==> config.mk <==
export PLATFORM = sky130hd
export DESIGN_NAME = bus_decoder
export DESIGN_NICKNAME = d
export VERILOG_FILES = /design/src/hw/soc_pkg.sv /design/src/hw/bus_decoder.sv
export SDC_FILE = /design/constraint.sdc
export NUM_CORES = 1
export LEC_CHECK = 0
export ABC_AREA = 1
export BUFFER_PORTS_ARGS = -buffer_cell sky130_fd_sc_hd__buf_2
export CAP_MARGIN = 30
export CORE_AREA = 2 2 91 93
export DETAILED_ROUTE_END_ITERATION = 6
export DIE_AREA = 0 0 93 95
export PLACE_DENSITY = 0.62
export SKIP_LAST_GASP = 1
export SYNTH_ARGS = -nofsm -noshare
export SYNTH_HDL_FRONTEND = slang
export SYNTH_SLANG_ARGS = --single-unit
export TNS_END_PERCENT = 50
==> constraint.sdc <==
create_clock -name CLOCK_50 -period 2.9 [get_ports CLOCK_50]
set_input_delay 0.29 -clock CLOCK_50 [delete_from_list [all_inputs] [get_ports CLOCK_50]]
set_output_delay 0.29 -clock CLOCK_50 [all_outputs]
set_load 0.03 [all_outputs]
==> src/hw/soc_pkg.sv <==
package soc_pkg;

    // bus widths
    localparam int addr_w = 32;
    localparam int data_w = 64;
    // ram word and instruction width
    localparam int word_w = 32;

    // address map
    localparam logic [addr_w-1:0] ram_base  = 32'h0000_0000;
    localparam logic [addr_w-1:0] plic_base = 32'h0C00_0000;
    // plic window, offsets below this fit in 22 bits
    localparam logic [addr_w-1:0] plic_span = 32'h0040_0000;

    // load kinds, same codes as the core's ls_type
    typedef enum logic [2:0] {
        lb  = 3'b000,
        lh  = 3'b001,
        lw  = 3'b010,
        ld  = 3'b011,
        lbu = 3'b100,
        lhu = 3'b101,
        lwu = 3'b110
    } ls_kind_e;

    // store kinds reuse the low four codes
    localparam ls_kind_e sb = lb;
    localparam ls_kind_e sh = lh;
    localparam ls_kind_e sw = lw;
    localparam ls_kind_e sd = ld;

endpackage

==> src/hw/bus_decoder.sv <==
`timescale 1ns/1ps

module bus_decoder
    import soc_pkg::*;
#(
    parameter int ram_words = 512
) (
    input  logic              CLOCK_50,
    input  logic              KEY0,
    input  logic              wb_cyc,
    input  logic              wb_stb,
    input  logic [addr_w-1:0] wb_adr,
    output logic [data_w-1:0] wb_dat_r,
    output logic              wb_ack,
    output logic              ram_stb,
    input  logic [data_w-1:0] ram_dat_r,
    input  logic              ram_ack,
    output logic              plic_stb,
    input  logic [data_w-1:0] plic_dat_r,
    input  logic              plic_ack
);

    // first address past the ram
    localparam logic [addr_w-1:0] ram_end = ram_base + addr_w'(ram_words * 4);

    logic ram_sel;
    logic plic_sel;
    logic req;
    logic none_ack;

    assign ram_sel  = (wb_adr >= ram_base) && (wb_adr < ram_end);
    assign plic_sel = (wb_adr >= plic_base) && (wb_adr < plic_base + plic_span);
    assign req      = wb_cyc && wb_stb;

    // strobe goes only to the selected target
    assign ram_stb  = req && ram_sel;
    assign plic_stb = req && plic_sel;

    // unmapped address, answer locally after one cycle
    // and skip the cycle where the old stb is still up
    always_ff @(posedge CLOCK_50 or negedge KEY0) begin
        if (!KEY0) begin
            none_ack <= 1'b0;
        end else begin
            none_ack <= req && !ram_sel && !plic_sel && !none_ack;
        end
    end

    // return path
    always_comb begin
        if (ram_sel) begin
            wb_ack   = ram_ack;
            wb_dat_r = ram_dat_r;
        end else if (plic_sel) begin
            wb_ack   = plic_ack;
            wb_dat_r = plic_dat_r;
        end else begin
            // unmapped reads return zero
            wb_ack   = none_ack;
            wb_dat_r = '0;
        end
    end

    // a target may only answer an access the master still holds
    a_ack_needs_stb: assert property (
        @(posedge CLOCK_50) disable iff (!KEY0)
        wb_ack |-> wb_stb
    );

endmodule

Yosys cells after proc, flatten, opt, wreduce, memory -nomap -nowiden --
Cells that the tools add are included.
Word-level totals: bits in registers 1, output and inout port bits 67
Operators by class: magnitude comparators 4, mux-type cells 4, reduce and logical (&&, ||, !) cells 11
Operators by type and width (count):
- 64-bit 2-to-1 mux | 2
- 32-bit by 1-bit >= comparator with 1-bit output, second input constant | 1
- 32-bit by 28-bit >= comparator with 1-bit output, second input constant | 1
- 32-bit by 12-bit less-than comparator with 1-bit output, second input constant | 1
- 32-bit by 28-bit less-than comparator with 1-bit output, second input constant | 1
- 1-bit logical AND | 8
- 1-bit zero test | 3
- 1-bit 2-to-1 mux | 2

Longest topological paths before layout --
word-level depth 6, gate-level depth with buffers 8, gate-level depth less buffers 7

Worst setup path before layout --
No wires, ideal clock.
path kind input-to-output, start input port wb_adr[27], end output port wb_dat_r[10], arrival time 1.624 ns, required time 2.610 ns, path slack 0.986 ns, stages on the path 5, cell sequence or2_1 > nor2_2 > nand3_2 > clkbuf_1 > o21ai_0
On the way: longest elaborated chain between the ends 4
Ends and longest elaborated chain:
- start, declared | line bus_decoder.sv:12 | input logic [addr_w-1:0] wb_adr,
- 32-bit by 28-bit >= comparator with 1-bit output / 32-bit by 28-bit less-than comparator with 1-bit output (equally long branches) | line bus_decoder.sv:32 | assign plic_sel = (wb_adr >= plic_base) && (wb_adr < plic_base + plic_span);
- 1-bit logical AND | line bus_decoder.sv:32
- 64-bit 2-to-1 mux | line bus_decoder.sv:54 | end else if (plic_sel) begin
- 64-bit 2-to-1 mux (*) | line bus_decoder.sv:51 | if (ram_sel) begin
- end, declared | line bus_decoder.sv:13 | output logic [data_w-1:0] wb_dat_r,
Mark *: on every way between the ends. The rest lies on a longest branch, timed or not.

Final worst setup path --
start input port wb_adr[28], end output port wb_dat_r[0]
Same word-level chain as after synthesis.

==> results.cfg <==
[route]
drt_wl_total_um = 5050
first_pass_iters = 4
vias_per_cell = 3.91
drc = 0
wl_per_cell_um = 9.03
postRouteAntennaNets = 0
initialDrtViolationCount = 22
num_vias = 2184

[finish]
nets = 622
final_cell_area_um2 = 2370
drive_gt1_share_pct = 56.8
fill_cells = 876
fin_util_pct = 29.9
final_cell_mix = buf_2, nand2_1, inv_1
largest_register_ffs = 1
reg.largest.list = none_ack (1)
layout_commonest_cell = buf_2
area_growth_pct = 98.9
top_register = none_ack
n_antenna_cell = 0
stdcell_count = 559

[synth]
avgSynthCellArea_um2 = 4.90
yosys.area.top_type = nand2_1
ys_top_cells_by_area = nand2_1, o21ai_2, inv_1
synth.net_count = 409
netlist.area_leader.share_pct = 23.3
ys_warn_count = 0
syn_area_um2 = 1190
synth.ff_latch_count = 1
synth.yosys.seq_area_share_pct = 2.10
synth_cell_types = 18
syn-instance-count = 243

[place]
hpwl_um = 4530
placed_cell_area_um2 = 2370
gp_congestion = 0.800
place_ws_ps = 835
portBuffers = 221
dp_cells = 559

[timing]
rsz0062_at_grt = no
hold_viol_final = 0
fin_setup_tns_ps = 0
slew_headroom_pct = 72.8
timing.final.ws_setup_ps = 825
finClkSkew_ps = 0
fin_hold_ws_ps = 67.0
finalCritPeriodShare_pct = 71.5
setup_violations = 0
tightest_slew_ps = 409
fin_crit_ps = 2070
fmax_mhz = 482
drv_slew = 0

[clocking]
cts_repair_resize_count = 0
holdBufCountCts = 0
clk_pin_slew_ps = 0
clock_latency_ps = 0
post_cts_buffers = 0

[setup_path]
path_class = in2out
crit_cells = 8
path_cells = buf_2 -> nor2_1 -> nand2_1 -> nor2_1 -> nand3_2 -> buf_4 -> o21ai_0 -> buf_2
crit_path_end_kind = primary output
cpMaxStageDelayCell = o21ai_0
critical-path-max-stage-delay_ps = 300
path_delay_family = buffers and inverters
worstPathArrival_ps = 1780
critPathBufInv = 3
cp.required_ps = 2610
start_kind = input port
cp_max_fo = 29
r2r_cells = 2

[power_and_ir_drop]
power_mw = 0.151
leakagePower_nw = 1.62
irDropWorstVdd_uv = 50.2
p_per_area_nw_per_um2 = 63.5

[global_route]
grt_pass1_vias = 1848
grt_antenna_before_repair = 0
gr-total-overflow = 0
grt_max_degree = 39
grt.total_usage_pct = 9.75
grt_pass1_wl_um = 7440

[floorplanning]
coreArea_um2 = 7930
ios = 233
dieHeight_um = 95
die_w_um = 93
start_util_pct = 15.0
core.rowCount = 33
die-area_um2 = 8840

[outcome]
outcome = completed

[hold_path]
hold_class = in2async

[flow_run]
maxCapViolations = 0
==> path summary, 6_finish.rpt <==
check,from,slack [ps],end
max in group asynchronous,KEY0,2750,none_ack$_DFF_PN0_
max,wb_adr[28],830,wb_dat_r[0]
min,KEY0,70,none_ack$_DFF_PN0_
max reg2reg,none_ack$_DFF_PN0_,2200,none_ack$_DFF_PN0_
min in group CLOCK_50,none_ack$_DFF_PN0_,530,none_ack$_DFF_PN0_
min reg2reg,none_ack$_DFF_PN0_,530,none_ack$_DFF_PN0_
==> worst reg2reg max path, delay by kind of cell, from the launching register on <==
kind,cells,cell delay [ps]
compound gates,1,170
flops,1,340
simple gates,1,110
==> report_power, final <==
part | total (mW) | switching, mW | internal, mW
clock network | 0 | 0 | 0
logic | 0.135 | 0.0525 | 0.0829
registers | 0.0152 | 0.000199 | 0.0150
total | 0.151 | 0.0527 | 0.0978
==> routing by layer <==
| layer | GRT usage (%) | wire, um | vias to the layer above |
|---|---|---|---|
| met5 | 0 | 0 | - |
| li1 | - | - | 1142 |
| met4 | 0.490 | 27 | 0 |
| met1 | 10.6 | 1920 | 922 |
| met2 | 20.7 | 2630 | 118 |
| met3 | 1.20 | 467 | 2 |
==> cells by family after synthesis <==
family,after synthesis,synth area share (%)
DFF,1,2.10
and+or+nand+nor,95,31.4
buffers and inverters,82,29.5
AOI/OAI and AO/OA,65,37.0
==> synthesized netlist by cell type <==
library cell / instances
buf_2: 5
buf_4: 2
buf_6: 4
clkbuf_1: 3
dfrtp_1: 1
inv_1: 68
nand2_1: 74
nand3_1: 2
nand3_2: 1
nand4_1: 1
nor2_1: 14
nor2_2: 1
nor3_1: 1
o21ai_0: 31
o21ai_1: 3
o21ai_2: 30
o21bai_1: 1
or2_1: 1
==> area by class of cell <==
cell class              count  area [um2]  area share (%)
well taps                 105         131            5.54
multi-input cells         160         822            34.7
repair buffers            225        1140            47.9
inverters                  68         255            10.8
flip-flops and latches      1        25.0            1.06
(Power assumes the default switching activity.)
