File: src/hw/soc_pkg.sv
package soc_pkg;

    // bus widths
    localparam int addr_w = 32;
    localparam int data_w = 64;
    // ram word and instruction width
    localparam int word_w = 32;

    // address map
    localparam logic [addr_w-1:0] ram_base  = 32'h0000_0000;
    localparam logic [addr_w-1:0] plic_base = 32'h0C00_0000;
    // plic window, offsets below this fit in 22 bits
    localparam logic [addr_w-1:0] plic_span = 32'h0040_0000;

    // load kinds, same codes as the core's ls_type
    typedef enum logic [2:0] {
        lb  = 3'b000,
        lh  = 3'b001,
        lw  = 3'b010,
        ld  = 3'b011,
        lbu = 3'b100,
        lhu = 3'b101,
        lwu = 3'b110
    } ls_kind_e;

    // store kinds reuse the low four codes
    localparam ls_kind_e sb = lb;
    localparam ls_kind_e sh = lh;
    localparam ls_kind_e sw = lw;
    localparam ls_kind_e sd = ld;

endpackage

File: src/hw/ram_arbiter.sv
`timescale 1ns/1ps

module ram_arbiter
    import soc_pkg::*;
(
    input  logic              CLOCK_50,
    input  logic              KEY0,
    input  logic              data_req,
    output logic              data_done,
    input  logic              fetch_req,
    input  logic [addr_w-1:0] fetch_addr,
    output logic              fetch_done,
    output logic [word_w-1:0] fetch_instr,
    output logic              mem_req,
    output logic              mem_fetch,
    input  logic              mem_done,
    input  logic [word_w-1:0] mem_rdata
);

    typedef enum logic [1:0] {
        gnt_idle,
        gnt_data,
        gnt_fetch
    } gnt_e;

    gnt_e gnt;
    // set when fetch won the last grant
    logic last_fetch;

    always_ff @(posedge CLOCK_50 or negedge KEY0) begin
        if (!KEY0) begin
            gnt        <= gnt_idle;
            last_fetch <= 1'b0;
        end else begin
            case (gnt)
                gnt_idle: begin
                    // on a tie the port not served last goes first
                    if (fetch_req && (!data_req || !last_fetch)) begin
                        gnt        <= gnt_fetch;
                        last_fetch <= 1'b1;
                    end else if (data_req) begin
                        gnt        <= gnt_data;
                        last_fetch <= 1'b0;
                    end
                end
                // grant held until the ram finishes
                gnt_data,
                gnt_fetch: begin
                    if (mem_done) begin
                        gnt <= gnt_idle;
                    end
                end
                default: gnt <= gnt_idle;
            endcase
        end
    end

    assign mem_req   = (gnt != gnt_idle);
    assign mem_fetch = (gnt == gnt_fetch);

    // done goes back to the owner only
    assign data_done  = (gnt == gnt_data) && mem_done;
    assign fetch_done = (gnt == gnt_fetch) && mem_done;

    // instruction bytes come out of ram in the opposite order
    assign fetch_instr = {mem_rdata[7:0], mem_rdata[15:8], mem_rdata[23:16], mem_rdata[31:24]};

    // every ram done reaches exactly one owner
    a_one_owner: assert property (
        @(posedge CLOCK_50) disable iff (!KEY0)
        mem_done |-> (data_done != fetch_done)
    );

    // fetch master holds its address for the whole grant
    a_fetch_addr_held: assert property (
        @(posedge CLOCK_50) disable iff (!KEY0)
        (gnt == gnt_fetch) && !mem_done |=> $stable(fetch_addr)
    );

endmodule

File: config.mk
export PLATFORM = sky130hd
export DESIGN_NAME = ram_arbiter
export DESIGN_NICKNAME = d
export VERILOG_FILES = /design/src/hw/soc_pkg.sv /design/src/hw/ram_arbiter.sv
export SDC_FILE = /design/constraint.sdc
export NUM_CORES = 1
export LEC_CHECK = 0
export ABC_AREA = 1
export BUFFER_PORTS_ARGS = -buffer_cell sky130_fd_sc_hd__buf_2
export CAP_MARGIN = 20
export CORE_MARGIN = 5
export CORE_UTILIZATION = 25
export CTS_BUF_LIST = sky130_fd_sc_hd__clkbuf_4
export DETAILED_ROUTE_END_ITERATION = 16
export GPL_ROUTABILITY_DRIVEN = 0
export PLACE_DENSITY = 0.95
export REMOVE_ABC_BUFFERS = 1
export SYNTH_ARGS = -nofsm -noshare
export SYNTH_HDL_FRONTEND = slang
export SYNTH_SLANG_ARGS = --single-unit
export TNS_END_PERCENT = 10
File: constraint.sdc
create_clock -name CLOCK_50 -period 3.4 [get_ports CLOCK_50]
set_input_delay 0.51 -clock CLOCK_50 [delete_from_list [all_inputs] [get_ports CLOCK_50]]
set_output_delay 0.51 -clock CLOCK_50 [all_outputs]
set_load 0.02 [all_outputs]
After elaboration in Yosys (flattened, before gate mapping):

Cells that the tools add are included.

* eq/ne operators: 4
* mux-type cells: 6
* reductions and logical operators: 12

Operators by type and width (number)
* 2-bit 2-to-1 mux: 3
* 2-bit one-hot mux with 2 select lines: 1
* 2-bit AND reduction: 2
* 2-bit nonzero test: 2
* 1-bit logical AND: 3
* 3-bit != test (second input constant): 1
* 2-bit by 1-bit == test with 1-bit output (second input constant): 1
* 2-bit == test (second input constant): 1
* 1-bit logical NOT: 2
* 2-bit logical NOT: 1
* 1-bit 2-to-1 mux: 2
* 2-bit != test (second input constant): 1
* 2-bit OR reduction: 1
* 1-bit logical OR: 1

* logic and storage cells: 24
* register bits: 3
* output and inout port bits: 36

Depth between registers and ports, before layout:

* word-level depth: 5
* depth in mapped cells: 6
* mapped depth without buffers: 6

Worst setup path after synthesis:

No wires, ideal clock.

* path type: reg-to-output
* start: reg gnt[0]
* end: out fetch_done
* arrival: 938 ps
* cell stages (with the launch flop): 5
* data required time: 2890 ps
* buffers on the path: 0
* path slack: 1952 ps
* cell sequence: dfrtp_1 > inv_1 > ha_1 > nand2_1 > inv_1

* cells in the longest elaborated chain, start to end: 2

Ends and longest elaborated chain
* from (decl): line ram_arbiter.sv:26 `gnt_e gnt;`
* from (signal assigned): line ram_arbiter.sv:32 `gnt <= gnt_idle;`
* from (signal assigned): line ram_arbiter.sv:39 `gnt <= gnt_fetch;`
* from (signal assigned): line ram_arbiter.sv:42 `gnt <= gnt_data;`
* 2-bit == test
* via mem_fetch: line ram_arbiter.sv:15 `output logic mem_fetch,`
* 1-bit logical AND: line ram_arbiter.sv:63 `assign fetch_done = (gnt == gnt_fetch) && mem_done;`
* to (decl): line ram_arbiter.sv:12 `output logic fetch_done,`

The timed path passes the listed nets, and every way through them passes these cells.

Final worst setup path:

* start: reg gnt[0]
* end: out mem_req

* cells in the longest elaborated chain, start to end: 1

Ends and longest elaborated chain
* 2-bit nonzero test: line ram_arbiter.sv:58 `assign mem_req = (gnt != gnt_idle);`
* to (decl): line ram_arbiter.sv:14 `output logic mem_req,`

Every way passes these cells.

==> flow_metrics.tcl <==
set metrics [dict create \
    via_per_inst 3.99 \
    setup_viol_count_final 0 \
    finalCriticalPeriod_ns 1.68 \
    fin_area_sq_um 330 \
    drt-wirelength-per-cell_um 28.5 \
    design.core.area_sq_mm 0.00176 \
    pwr-share-clk_pct 23.8 \
    drc 0 \
    area_growth_pct -29.6 \
    intPower_mw 0.165 \
    rows 15 \
    ios 105 \
    diodes 0 \
    holdCritPathClass "input port to asynchronous set/reset pin" \
    use_met3_pct 6.20 \
    grt_max_degree 6 \
    p_leak_nw 0.198 \
    drt-total-wl_mm 1.91 \
    initial_utilization_pct 26.6 \
    antenna_found_initial 0 \
    swShare_pct 44.8 \
    syn_inst 62 \
    clk_pin_slew_ns 0.04 \
    required_ns 2.89 \
    ctsResizeCount 0 \
    skew_ns 0.00131 \
    ys_types 10 \
    fin_setup_tns_ns 0 \
    comb_power_share_pct 54.5 \
    numCtsBuffers 3 \
    drt-initial-drc-count 0 \
    reg2reg_to "gnt[0]" \
    drtAntennaViolNets 0 \
    finalHoldViolations 0 \
    die_w_um 53.3 \
    r2r_slack_ns 2.21 \
    synthTopCellsByArea "buf_4 (51%), dfrtp_1 (16%), nand2_1 (8.8%)" \
    ys_warn_count 0 \
    top_usage_layer "met2" \
    cts_root_buf "clkbuf_4" \
    grt_util_met1_pct 4.83 \
    syn_avg_cell_area_sq_um 7.57 \
    ir_drop_mv 0.209 \
    final_common_cell "nand2_1" \
    hold_slack_ns 0.0604 \
    die_h_um 53.3 \
    maxSlewViolCount 0 \
    synth_largest_area_cell "buf_4" \
    grt.total_usage_pct 13.7 \
    reg2reg_depth 6 \
    first_global_vias 296 \
    nFillCells 219 \
    cts_tree "yes" \
    overflow 0 \
    drive_gt1_share_pct 33.3 \
    clock_latency_ns 0.23 \
    ctsLongestPathBuffers 2 \
    first_pass_iters 1 \
    status "complete, no violations" \
    final_cell_mix "nand2_1 (11), buf_2 (8), inv_1 (7)" \
    timing.rr.start "gnt[0]" \
    port_buffers 8 \
    fmax_mhz 595 \
    seqPwrFrac_pct 21.6 \
    rsz0062_at_grt "false" \
    endpoint_kind "output port" \
    grt_pass1_wl_mm 2.21 \
    drv_cap 0 \
    dieArea_sq_mm 0.00284 \
    place_area_sq_um 300 \
    critPathLaunchType "register" \
    htree_levels 1 \
    worst_pin_slew_ns 0.180 \
    crit_fanout 5 \
    powerDensity_mw_per_mm2 906 \
    use_met2_pct 30.2 \
    arrival_ns 1.17 \
    slew_headroom_pct 88.0 \
    synth_top_area_share_pct 51.2 \
    utilization_pct 18.7 \
    worstSetupPathType "register to output port" \
    cts.sinks 3 \
    synth.cell_area_sq_um 469 \
    cts.hold.buffers_added 0 \
    total_power_mw 0.299 \
    min_period_over_period_pct 49.4 \
    vias 267 \
    seq_area_frac_synth_pct 16.0 \
    hpwl_mm 1.76 \
    power.switching_mw 0.134 \
    cts_setup_buffers 0 \
    ys_ff_latch 3 \
    fin_nets 115 \
]
per-layer routing:
| layer | wire length (um) | up-vias |
|---|---|---|
| met4 | 192 | 0 |
| li1 | - | 113 |
| met1 | 222 | 106 |
| met3 | 324 | 14 |
| met5 | 0 | - |
| met2 | 1170 | 34 |
flip-flops by register name, summed over array words and instances, names as in the netlist:
signal      count
gnt             2
last_fetch      1
synth_stat cells, drive strengths merged:
| cell type | count |
|---|---|
| dfrtp | 3 |
| ha | 3 |
| nand3 | 1 |
| o21ai | 1 |
| inv | 7 |
| nand2 | 13 |
| nand4 | 2 |
| buf | 32 |
logic make-up after synthesis:
family | Yosys count | share of synthesized area [%]
buffers and inverters | 39 | 56.8
AOI/OAI and AO/OA | 1 | 1.07
DFF | 3 | 16.0
adders and majority gates | 3 | 8.00
and+or+nand+nor | 16 | 18.1
cell type report:
type                    count  area, sq um  area share [%]
multi-input cells          20          128            38.6
repair buffers              8         40.0            12.1
inverters                   7         26.3            7.95
well taps                  25         31.3            9.47
clock buffers               4         30.0            9.09
flip-flops and latches      3         75.1            22.7
metrics by stage:
stage / cells / setup WS (ns)
after CTS: 67 / 1.70
after detailed placement: 63 / 1.97
after global routing: 67 / 1.65
after global placement: 63 / 1.98
after floorplan: 30 / 1.95
final: 67 / 1.72
critical path, stage by stage (launching register included):
cell	delay, ns
dfrtp_1	0.39
inv_1	0.09
ha_1	0.25
inv_1	0.05
buf_2	0.15
power groups by stage:
stage,clock (mW),sequential [mW],combinational (mW)
finish,0.0713,0.0648,0.163
detailed placement,0,0.0651,0.163
global placement,0,0.0639,0.157
floorplan,0,0.0618,0.128
CTS,0.0741,0.0648,0.166
global route,0.0768,0.0671,0.186
worst max-delay path by stage:
stage,from,slack (ns),depth (start not counted),end
after global routing,gnt[0],1.65,4,mem_req
after CTS,gnt[0],1.70,4,mem_req
final,gnt[0],1.72,4,mem_req
after global placement,gnt[0],1.98,4,mem_req
after detailed placement,gnt[0],1.97,4,mem_req
after floorplan,gnt[0],1.95,4,fetch_done
Power figures use the tool's default switching activity.
