File: config.mk
export PLATFORM = sky130hd
export DESIGN_NAME = plic
export DESIGN_NICKNAME = d
export VERILOG_FILES = /design/src/hw/soc_pkg.sv /design/src/hw/plic_pkg.sv /design/src/hw/plic.sv
export SDC_FILE = /design/constraint.sdc
export NUM_CORES = 1
export LEC_CHECK = 0
export BUFFER_PORTS_ARGS = -buffer_cell sky130_fd_sc_hd__buf_2
export CAP_MARGIN = 10
export CORE_MARGIN = 2
export CORE_UTILIZATION = 30
export DETAILED_ROUTE_END_ITERATION = 16
export GPL_TIMING_DRIVEN = 0
export PLACE_DENSITY_LB_ADDON = 0.12
export SKIP_CTS_REPAIR_TIMING = 1
export SYNTH_ARGS = -nofsm -noshare
export SYNTH_HDL_FRONTEND = slang
export SYNTH_SLANG_ARGS = --single-unit
File: constraint.sdc
create_clock -name CLOCK_50 -period 11.95 [get_ports CLOCK_50]
set_input_delay 2.39 -clock CLOCK_50 [delete_from_list [all_inputs] [get_ports CLOCK_50]]
set_output_delay 2.39 -clock CLOCK_50 [all_outputs]
set_load 0.01 [all_outputs]
File: src/hw/soc_pkg.sv
package soc_pkg;

    // bus widths
    localparam int addr_w = 32;
    localparam int data_w = 64;
    // ram word and instruction width
    localparam int word_w = 32;

    // address map
    localparam logic [addr_w-1:0] ram_base  = 32'h0000_0000;
    localparam logic [addr_w-1:0] plic_base = 32'h0C00_0000;
    // plic window, offsets below this fit in 22 bits
    localparam logic [addr_w-1:0] plic_span = 32'h0040_0000;

    // load kinds, same codes as the core's ls_type
    typedef enum logic [2:0] {
        lb  = 3'b000,
        lh  = 3'b001,
        lw  = 3'b010,
        ld  = 3'b011,
        lbu = 3'b100,
        lhu = 3'b101,
        lwu = 3'b110
    } ls_kind_e;

    // store kinds reuse the low four codes
    localparam ls_kind_e sb = lb;
    localparam ls_kind_e sh = lh;
    localparam ls_kind_e sw = lw;
    localparam ls_kind_e sd = ld;

endpackage

File: src/hw/plic_pkg.sv
package plic_pkg;

    // priority and threshold width
    localparam int prio_w = 3;
    // context 0 is machine mode, context 1 supervisor
    localparam int num_ctx = 2;
    // offset width inside the plic window
    localparam int off_w = 22;

    // per-context strides
    localparam int enable_stride = 32'h80;
    localparam int ctx_stride = 32'h1000;

    // register offsets of context 0; priority adds 4 per source id
    typedef enum logic [off_w-1:0] {
        reg_priority  = 22'h00_0000,
        reg_pending   = 22'h00_1000,
        reg_enable    = 22'h00_2000,
        reg_threshold = 22'h20_0000,
        reg_claim     = 22'h20_0004
    } plic_reg_e;

endpackage

File: src/hw/plic.sv
`timescale 1ns/1ps

module plic
    import soc_pkg::*;
    import plic_pkg::*;
#(
    parameter int num_src = 5
) (
    input  logic              CLOCK_50,
    input  logic              KEY0,
    input  logic              stb,
    input  logic              we,
    input  logic [addr_w-1:0] adr,
    input  logic [data_w-1:0] dat_w,
    output logic [data_w-1:0] dat_r,
    output logic              ack,
    input  logic [num_src-1:0] irq_src,
    output logic              meip,
    output logic              seip
);

    localparam int id_w = $clog2(num_src + 1);

    // bit 0 of pending and enable stays zero, id 0 means no interrupt
    logic [prio_w-1:0]  prio [1:num_src];
    logic [num_src:0]   pending;
    logic [num_src:0]   enable [num_ctx];
    logic [prio_w-1:0]  threshold [num_ctx];
    logic [id_w-1:0]    claim_id [num_ctx];

    logic [off_w-1:0]   off;
    logic [off_w-1:0]   prio_off;
    logic [9:0]         prio_id;
    logic               prio_hit;
    logic               access;
    logic [data_w-1:0]  rd_val;

    assign off      = off_w'(adr - plic_base);
    assign prio_off = off - reg_priority;
    assign prio_id  = prio_off[11:2];
    // valid source ids only
    assign prio_hit = (off < reg_pending) && (prio_id != 0) && (prio_id <= num_src);
    assign access   = stb && !ack;

    // best enabled pending source above threshold, lower id wins a tie
    always_comb begin
        logic [prio_w-1:0] best;
        for (int c = 0; c < num_ctx; c++) begin
            best        = threshold[c];
            claim_id[c] = '0;
            for (int s = 1; s <= num_src; s++) begin
                if (pending[s] && enable[c][s] && prio[s] > best) begin
                    best        = prio[s];
                    claim_id[c] = id_w'(s);
                end
            end
        end
    end

    assign meip = (claim_id[0] != 0);
    assign seip = (claim_id[1] != 0);

    // read mux
    always_comb begin
        rd_val = '0;
        if (prio_hit) begin
            rd_val = data_w'(prio[prio_id]);
        end else if (off == reg_pending) begin
            rd_val = data_w'(pending);
        end
        for (int c = 0; c < num_ctx; c++) begin
            if (off == reg_enable + off_w'(c * enable_stride)) begin
                rd_val = data_w'(enable[c]);
            end
            if (off == reg_threshold + off_w'(c * ctx_stride)) begin
                rd_val = data_w'(threshold[c]);
            end
            if (off == reg_claim + off_w'(c * ctx_stride)) begin
                rd_val = data_w'(claim_id[c]);
            end
        end
    end

    always_ff @(posedge CLOCK_50 or negedge KEY0) begin
        if (!KEY0) begin
            ack     <= 1'b0;
            pending <= '0;
            for (int s = 1; s <= num_src; s++) begin
                prio[s] <= '0;
            end
            for (int c = 0; c < num_ctx; c++) begin
                enable[c]    <= '0;
                threshold[c] <= '0;
            end
        end else begin
            // one ack per access
            ack     <= access;
            // level sources keep setting their bit
            pending <= pending | {irq_src, 1'b0};
            if (access && we) begin
                if (prio_hit) begin
                    prio[prio_id] <= dat_w[prio_w-1:0];
                end
                for (int c = 0; c < num_ctx; c++) begin
                    if (off == reg_enable + off_w'(c * enable_stride)) begin
                        enable[c] <= {dat_w[num_src:1], 1'b0};
                    end
                    if (off == reg_threshold + off_w'(c * ctx_stride)) begin
                        threshold[c] <= dat_w[prio_w-1:0];
                    end
                end
            end else if (access) begin
                // claim read takes the source off pending
                for (int c = 0; c < num_ctx; c++) begin
                    if (off == reg_claim + off_w'(c * ctx_stride)) begin
                        pending[claim_id[c]] <= 1'b0;
                    end
                end
            end
        end
    end

    // read data
    always_ff @(posedge CLOCK_50) begin
        if (access && !we) begin
            dat_r <= rd_val;
        end
    end

endmodule

* After elaboration in Yosys (flattened, before gate mapping)
Index checks and enable logic that the tools add are counted.
** Storage, ports and cells
- Register bits :: 102
- Bits in latches :: 0
- Memory bits (writable) :: 0
- ROM bits :: 0
- Input port bits :: 105
- Word-level logic and storage cells :: 128
- Memories kept :: 0
** Operators by class
- Add/subtract/negate cells :: 1
- Multipliers :: 0
- Div/mod/pow operators :: 0
- Magnitude comparators :: 18
- Eq/ne operators :: 7
- Shift operators :: 0
- Multiplexer cells :: 42
- Bitwise logic cells :: 6
- Reduce and logical (&&, ||, !) cells :: 40
** Operator list (count)
- == test 22 bit (second input constant) :: 4
- two-way mux 6 bit :: 12
- two-way mux 3 bit :: 20
- == test 22 x 14 -> 1 bit (second input constant) :: 2
- greater-than comparator 3 bit :: 10
- logical AND 1 bit :: 28
- == test 22 x 13 -> 1 bit (second input constant) :: 1
- less-than comparator 22 x 13 -> 1 bit (second input constant) :: 1
- subtractor 22 x 1 -> 22 bit (second input constant) :: 1
- bitwise mux 15 bit :: 1
- bitwise AND 6 bit :: 2
- inverter 6 bit :: 2
- >= comparator 11 x 4 -> 1 bit (second input constant) :: 1
- less-than comparator 11 x 1 -> 1 bit (second input constant) :: 1
- inverter 10 -> 11 bit :: 1
- less-or-equal comparator 10 x 3 -> 1 bit (second input constant) :: 1
- AND reduction 2 bit :: 5
- nonzero test 10 bit :: 1
- binary-select mux 3 bit (select 3 bit) :: 1
- demux 3 bit (select 3 bit) :: 1
- less-than comparator 3 x 4 -> 1 bit (second input constant) :: 2
- OR reduction 7 bit :: 1
- demux 1 bit (select 3 bit) :: 2
- >= comparator 3 x 1 -> 1 bit (second input constant) :: 2
- 6 further kinds :: 11

* Longest topological paths before layout
- Word-level depth :: 28
- Gate-level depth with buffers :: 34

* Worst setup path after synthesis
No wires, ideal clock.
- Path kind :: reg2out
- Start :: register prio[13] (netlist bit)
- End :: output seip
- Arrival :: 6774 ps
- Path slack :: 2786 ps
- Cell stages (with the launch flop) :: 30
- Buffers on the path :: 0
- Path through :: dfrtp_1 ha_1 a21o_1 a21oi_1 a311oi_2 mux2_2 ha_1 inv_1 a21o_1 a21oi_1 a311oi_1 mux2i_1 inv_1 ha_1 a21o_1 a21oi_1 a311oi_1 inv_1 mux2_2 ha_1 inv_1 a21o_1 a21oi_1 a311oi_1 mux2_2 ha_1 nor2b_1 o21a_1 o2111ai_1 or4b_1
** On the way
- Word-level cells in the longest chain between the ends :: 16
** RTL lines
- start: declaration :: RTL line plic.sv:25 : logic [prio_w-1:0] prio [1:num_src];
- start signal: indexed assignment :: RTL line plic.sv:102 : prio[prio_id] <= dat_w[prio_w-1:0];
- greater-than comparator 3 bit :: RTL line plic.sv:52 : if (pending[s] && enable[c][s] && prio[s] > best) begin
- logical AND 1 bit :: RTL line plic.sv:52
- two-way mux 3 bit :: RTL line plic.sv:52
- greater-than comparator 3 bit :: RTL line plic.sv:52
- logical AND 1 bit :: RTL line plic.sv:52
- two-way mux 3 bit :: RTL line plic.sv:52
- greater-than comparator 3 bit :: RTL line plic.sv:52
- logical AND 1 bit :: RTL line plic.sv:52
- two-way mux 3 bit :: RTL line plic.sv:52
- greater-than comparator 3 bit :: RTL line plic.sv:52
- logical AND 1 bit :: RTL line plic.sv:52
- two-way mux 3 bit :: RTL line plic.sv:52
- greater-than comparator 3 bit :: RTL line plic.sv:52
- logical AND 1 bit :: RTL line plic.sv:52
- two-way mux 3 bit (*) :: RTL line plic.sv:52
- nonzero test 3 bit (*) :: RTL line plic.sv:61 : assign seip = (claim_id[1] != 0);
- end: declaration :: RTL line plic.sv:19 : output logic seip
Mark *: on every way between the ends. The rest lies on a longest branch, timed or not.

* Final worst setup path
Same ends and word-level chain as after synthesis.

==> results by group <==
Drt
  • Residual DRC count: 0
  • Detailed Routing Iterations Pass 1: 6
  • Wire length after detailed routing: 11.22 mm
  • Routed length on met2: 5.717 mm
  • Detailed-route wire length per cell: 16.28 um
  • Count of vias placed by the detailed router: 3,315
  • Met1 wire length: 4.739 mm
  • Count of nets left with antenna violations after detail routing: 0
  • Via-to-Cell Ratio: 4.811
  • Detail Route met3 WL: 558 um
  • Number of design-rule violations left by the first detailed-router iteration: 175
  • Top layer in use: met4

Yosys
  • Seq/Total Area, Yosys: 0.2957
  • Number of flops mapped to enable cells by yosys: 6
  • Post-synthesis cell type with the largest combined area: sky130_fd_sc_hd__dfrtp_1
  • Ranking of synthesized cells by area: sky130_fd_sc_hd__dfrtp_1, sky130_fd_sc_hd__buf_4, sky130_fd_sc_hd__ha_1
  • Commonest cells in the netlist: sky130_fd_sc_hd__buf_4, sky130_fd_sc_hd__dfrtp_1, sky130_fd_sc_hd__nand2_1, sky130_fd_sc_hd__inv_1, sky130_fd_sc_hd__ha_1
  • Number of distinct standard cells referenced by the synthesized netlist: 68
  • Portion of synthesized cell area occupied by the leading cell type: 0.2486
  • Post-synthesis register bit count: 44
  • Most frequent cell after synthesis: sky130_fd_sc_hd__buf_4
  • Async SR Flop Fraction: 0.8636
  • Synth Flop Type: sky130_fd_sc_hd__dfrtp_1
  • Gate Count Post-Synth: 409
  • Average cell area after synthesis: 9.352 sq um
  • Netlist Area Pre-Place: 3825 sq um
  • Syn. warnings: 0

Global route
  • Leftover overflow at the end of global routing: 0
  • Initial antenna violation count: 0
  • Wire length of the first global-routing pass: 16.99 mm
  • Total routing resource utilization after global routing: 0.1683
  • Largest net degree at the start of global routing: 39
  • Number of global-route vias before repair: 3,071

Worst setup path
  • Cell with the largest stage delay on the worst path: sky130_fd_sc_hd__a311oi_1
  • Required time of the worst setup path: 9.56 ns
  • CP startpoint kind: flop
  • CP max FO: 8
  • Capturing element type of the critical path: output pin
  • R2r setup slk: 2.92 ns
  • Arrival time worst endpoint: 8.79 ns
  • Type of the worst setup path: flop to output pin
  • Most repeated library cell on the critical path: sky130_fd_sc_hd__ha_1
  • Depth of the worst register-to-register path: 32
  • Slowest cell delay on critical path: 0.82 ns

Cells and area
  • Number of nets at the end of the flow: 647
  • Number of diodes added for antenna fixing: 0
  • Signed area change from the synthesized netlist to the final layout: 20.87%
  • Final design area excluding fillers: 4623 sq um
  • Utilization after layout: 0.3694
  • Share of post-route cells with drive strength above 1: 0.2631
  • Non-filler cells, final: 689

STA
  • Final cycle utilization of the critical path: 0.9358
  • Final setup vio count: 0
  • Max Freq: 89.42 MHz
  • Total count of hold-check failures in the final report: 0
  • Setup repair after global routing missed its margin: false
  • Slew HR: 0.2807
  • Final worst path period need: 11.18 ns
  • Transition time of the tightest slew-check pin: 1.071 ns
  • Clk_skew: 0.006655 ns
  • Least setup slack across all paths after layout: 0.7667 ns
  • Post-route setup TNS: 0 ns
  • Final-report max-slew violation count: 0

Placement
  • Dpl hpwl: 8.975 mm
  • Routability-driven placement congestion ratio: 0.8970
  • Dpl cells: 681
  • Placed instance area: 4469 sq um
  • Port bufs: 43
  • Worst slack, placed: 1.149 ns

Floorplanning
  • Initial standard-cell utilization of the core: 0.3056
  • I/O pin count: 172
  • Number of core rows: 41
  • Chip width: 116.9 um
  • DIE HEIGHT: 116.9 um
  • Total Die Area: 13,670 sq um
  • Core outline area: 12,520 sq um

Clocking
  • Reg clk slew, reported paths: 0.07 ns
  • Insertion delay of the later-clocked pin in the worst-skew pair: 0.29 ns
  • Sink count of the clock tree: 44
  • CTS tree: yes
  • Number of CTS-inserted buffers: 5
  • Number of H-tree branching levels: 2
  • Root cell of the clock tree: sky130_fd_sc_hd__clkbuf_16
  • Worst-case clock buffer depth: 2

Hold path
  • Worst Hold Depth: 2
  • Worst Hold Class: flop to flop

Power
  • Static power due to leakage: 2.336 nW
  • Power per standard cell area: 73.62 nW/um^2
  • Max rail drop VDD: 0.05077 mV

Run status
  • Run status: finished, final reports clean

Job
  • Max-capacitance violation count: 0
[per-stage QoR]
step,hold slack (ns),total power (W)
after floorplan,0.4721,0.0001841
after global placement,0.5047,0.0001982
after detailed placement,0.5134,0.0001983
after CTS,0.5233,0.0003432
after global routing,0.5569,0.0003549
final,0.5233,0.0003404
[worst paths after layout]
path                                        startpoint                      to
worst min-delay path            pending[0]$_DFFE_PN0P_  pending[0]$_DFFE_PN0P_
worst max register to register    prio[13]$_DFFE_PN0P_    pending[1]$_DFF_PN0_
max in group asynchronous                         KEY0   enable[5]$_DFFE_PN0P_
worst max-delay path              prio[13]$_DFFE_PN0P_                    seip
worst min register to register  pending[0]$_DFFE_PN0P_  pending[0]$_DFFE_PN0P_
min in group asynchronous                         KEY0    prio[10]$_DFFE_PN0P_
[sequential cells by signal, summed over array words and instances (netlist names)]
register,count
ack,1
prio,15
pending,6
threshold,6
enable,10
dat_r,6
[critical path, delay by kind of cell (launching register included)]
family | cells | cell delay, ns
compound gates | 14 | 3.76
mux | 4 | 1.66
fa+ha+maj | 5 | 1.33
simple gates | 2 | 0.65
buf+inv | 5 | 0.59
flops | 1 | 0.50
[layout by cell type, fill, tap and decap left out, drive strengths merged, types with 4 or more instances in the layout]
cell	instances
o2111ai	5
nor2	13
nand2	30
conb	58
a21oi	11
a31oi	5
inv	28
nor2b	8
o22ai	4
ha	26
and3	8
o21ai	20
nand4	7
dfrtp	38
mux2i	11
buf	102
a311oi	5
nand3	17
clkbuf	13
edfxtp	6
nor3	9
mux2	34
a21o	6
[report_power, final]
part / switching (W) / total [W] / internal [W]
logic: 0.0000239 / 0.0000432 / 0.0000193
clock network: 0.0000614 / 0.000145 / 0.0000832
registers: 0.000000227 / 0.000153 / 0.000152
total: 0.0000855 / 0.000340 / 0.000255
[cell families (layout without fill, tap and decap cells)]
| logic type | after synthesis | after routing | share of synthesized area |
|---|---|---|---|
| other | 1 | 58 | 0.0009804 |
| multiplexers | 45 | 45 | 0.1318 |
| flip-flops | 44 | 44 | 0.2957 |
| AO/OA/AOI/OAI | 86 | 86 | 0.1744 |
| buffers and inverters | 94 | 145 | 0.1492 |
| adder cells (fa/ha/maj) | 26 | 26 | 0.08505 |
| AND/OR/NAND/NOR | 113 | 113 | 0.1629 |
[layout make-up]
type                       count  area [sq um]
fill                        1327          7894
clock inverter                 2         15.01
buffer                        66         465.4
multi-input combinational    328          2337
sequential                    44          1131
timing repair buffer          43         215.2
clock buffer                   6         138.9
tap                          172         215.2
inverter                      28         105.1
[layer usage]
| layer | GRT usage | vias to the layer above |
|---|---|---|
| li1 | - | 1614 |
| met1 | 0.2165 | 1582 |
| met2 | 0.2944 | 107 |
| met3 | 0.02111 | 12 |
| met4 | 0.05255 | 0 |
| met5 | 0 | - |
No activity file was read; power rests on OpenSTA's default activity.
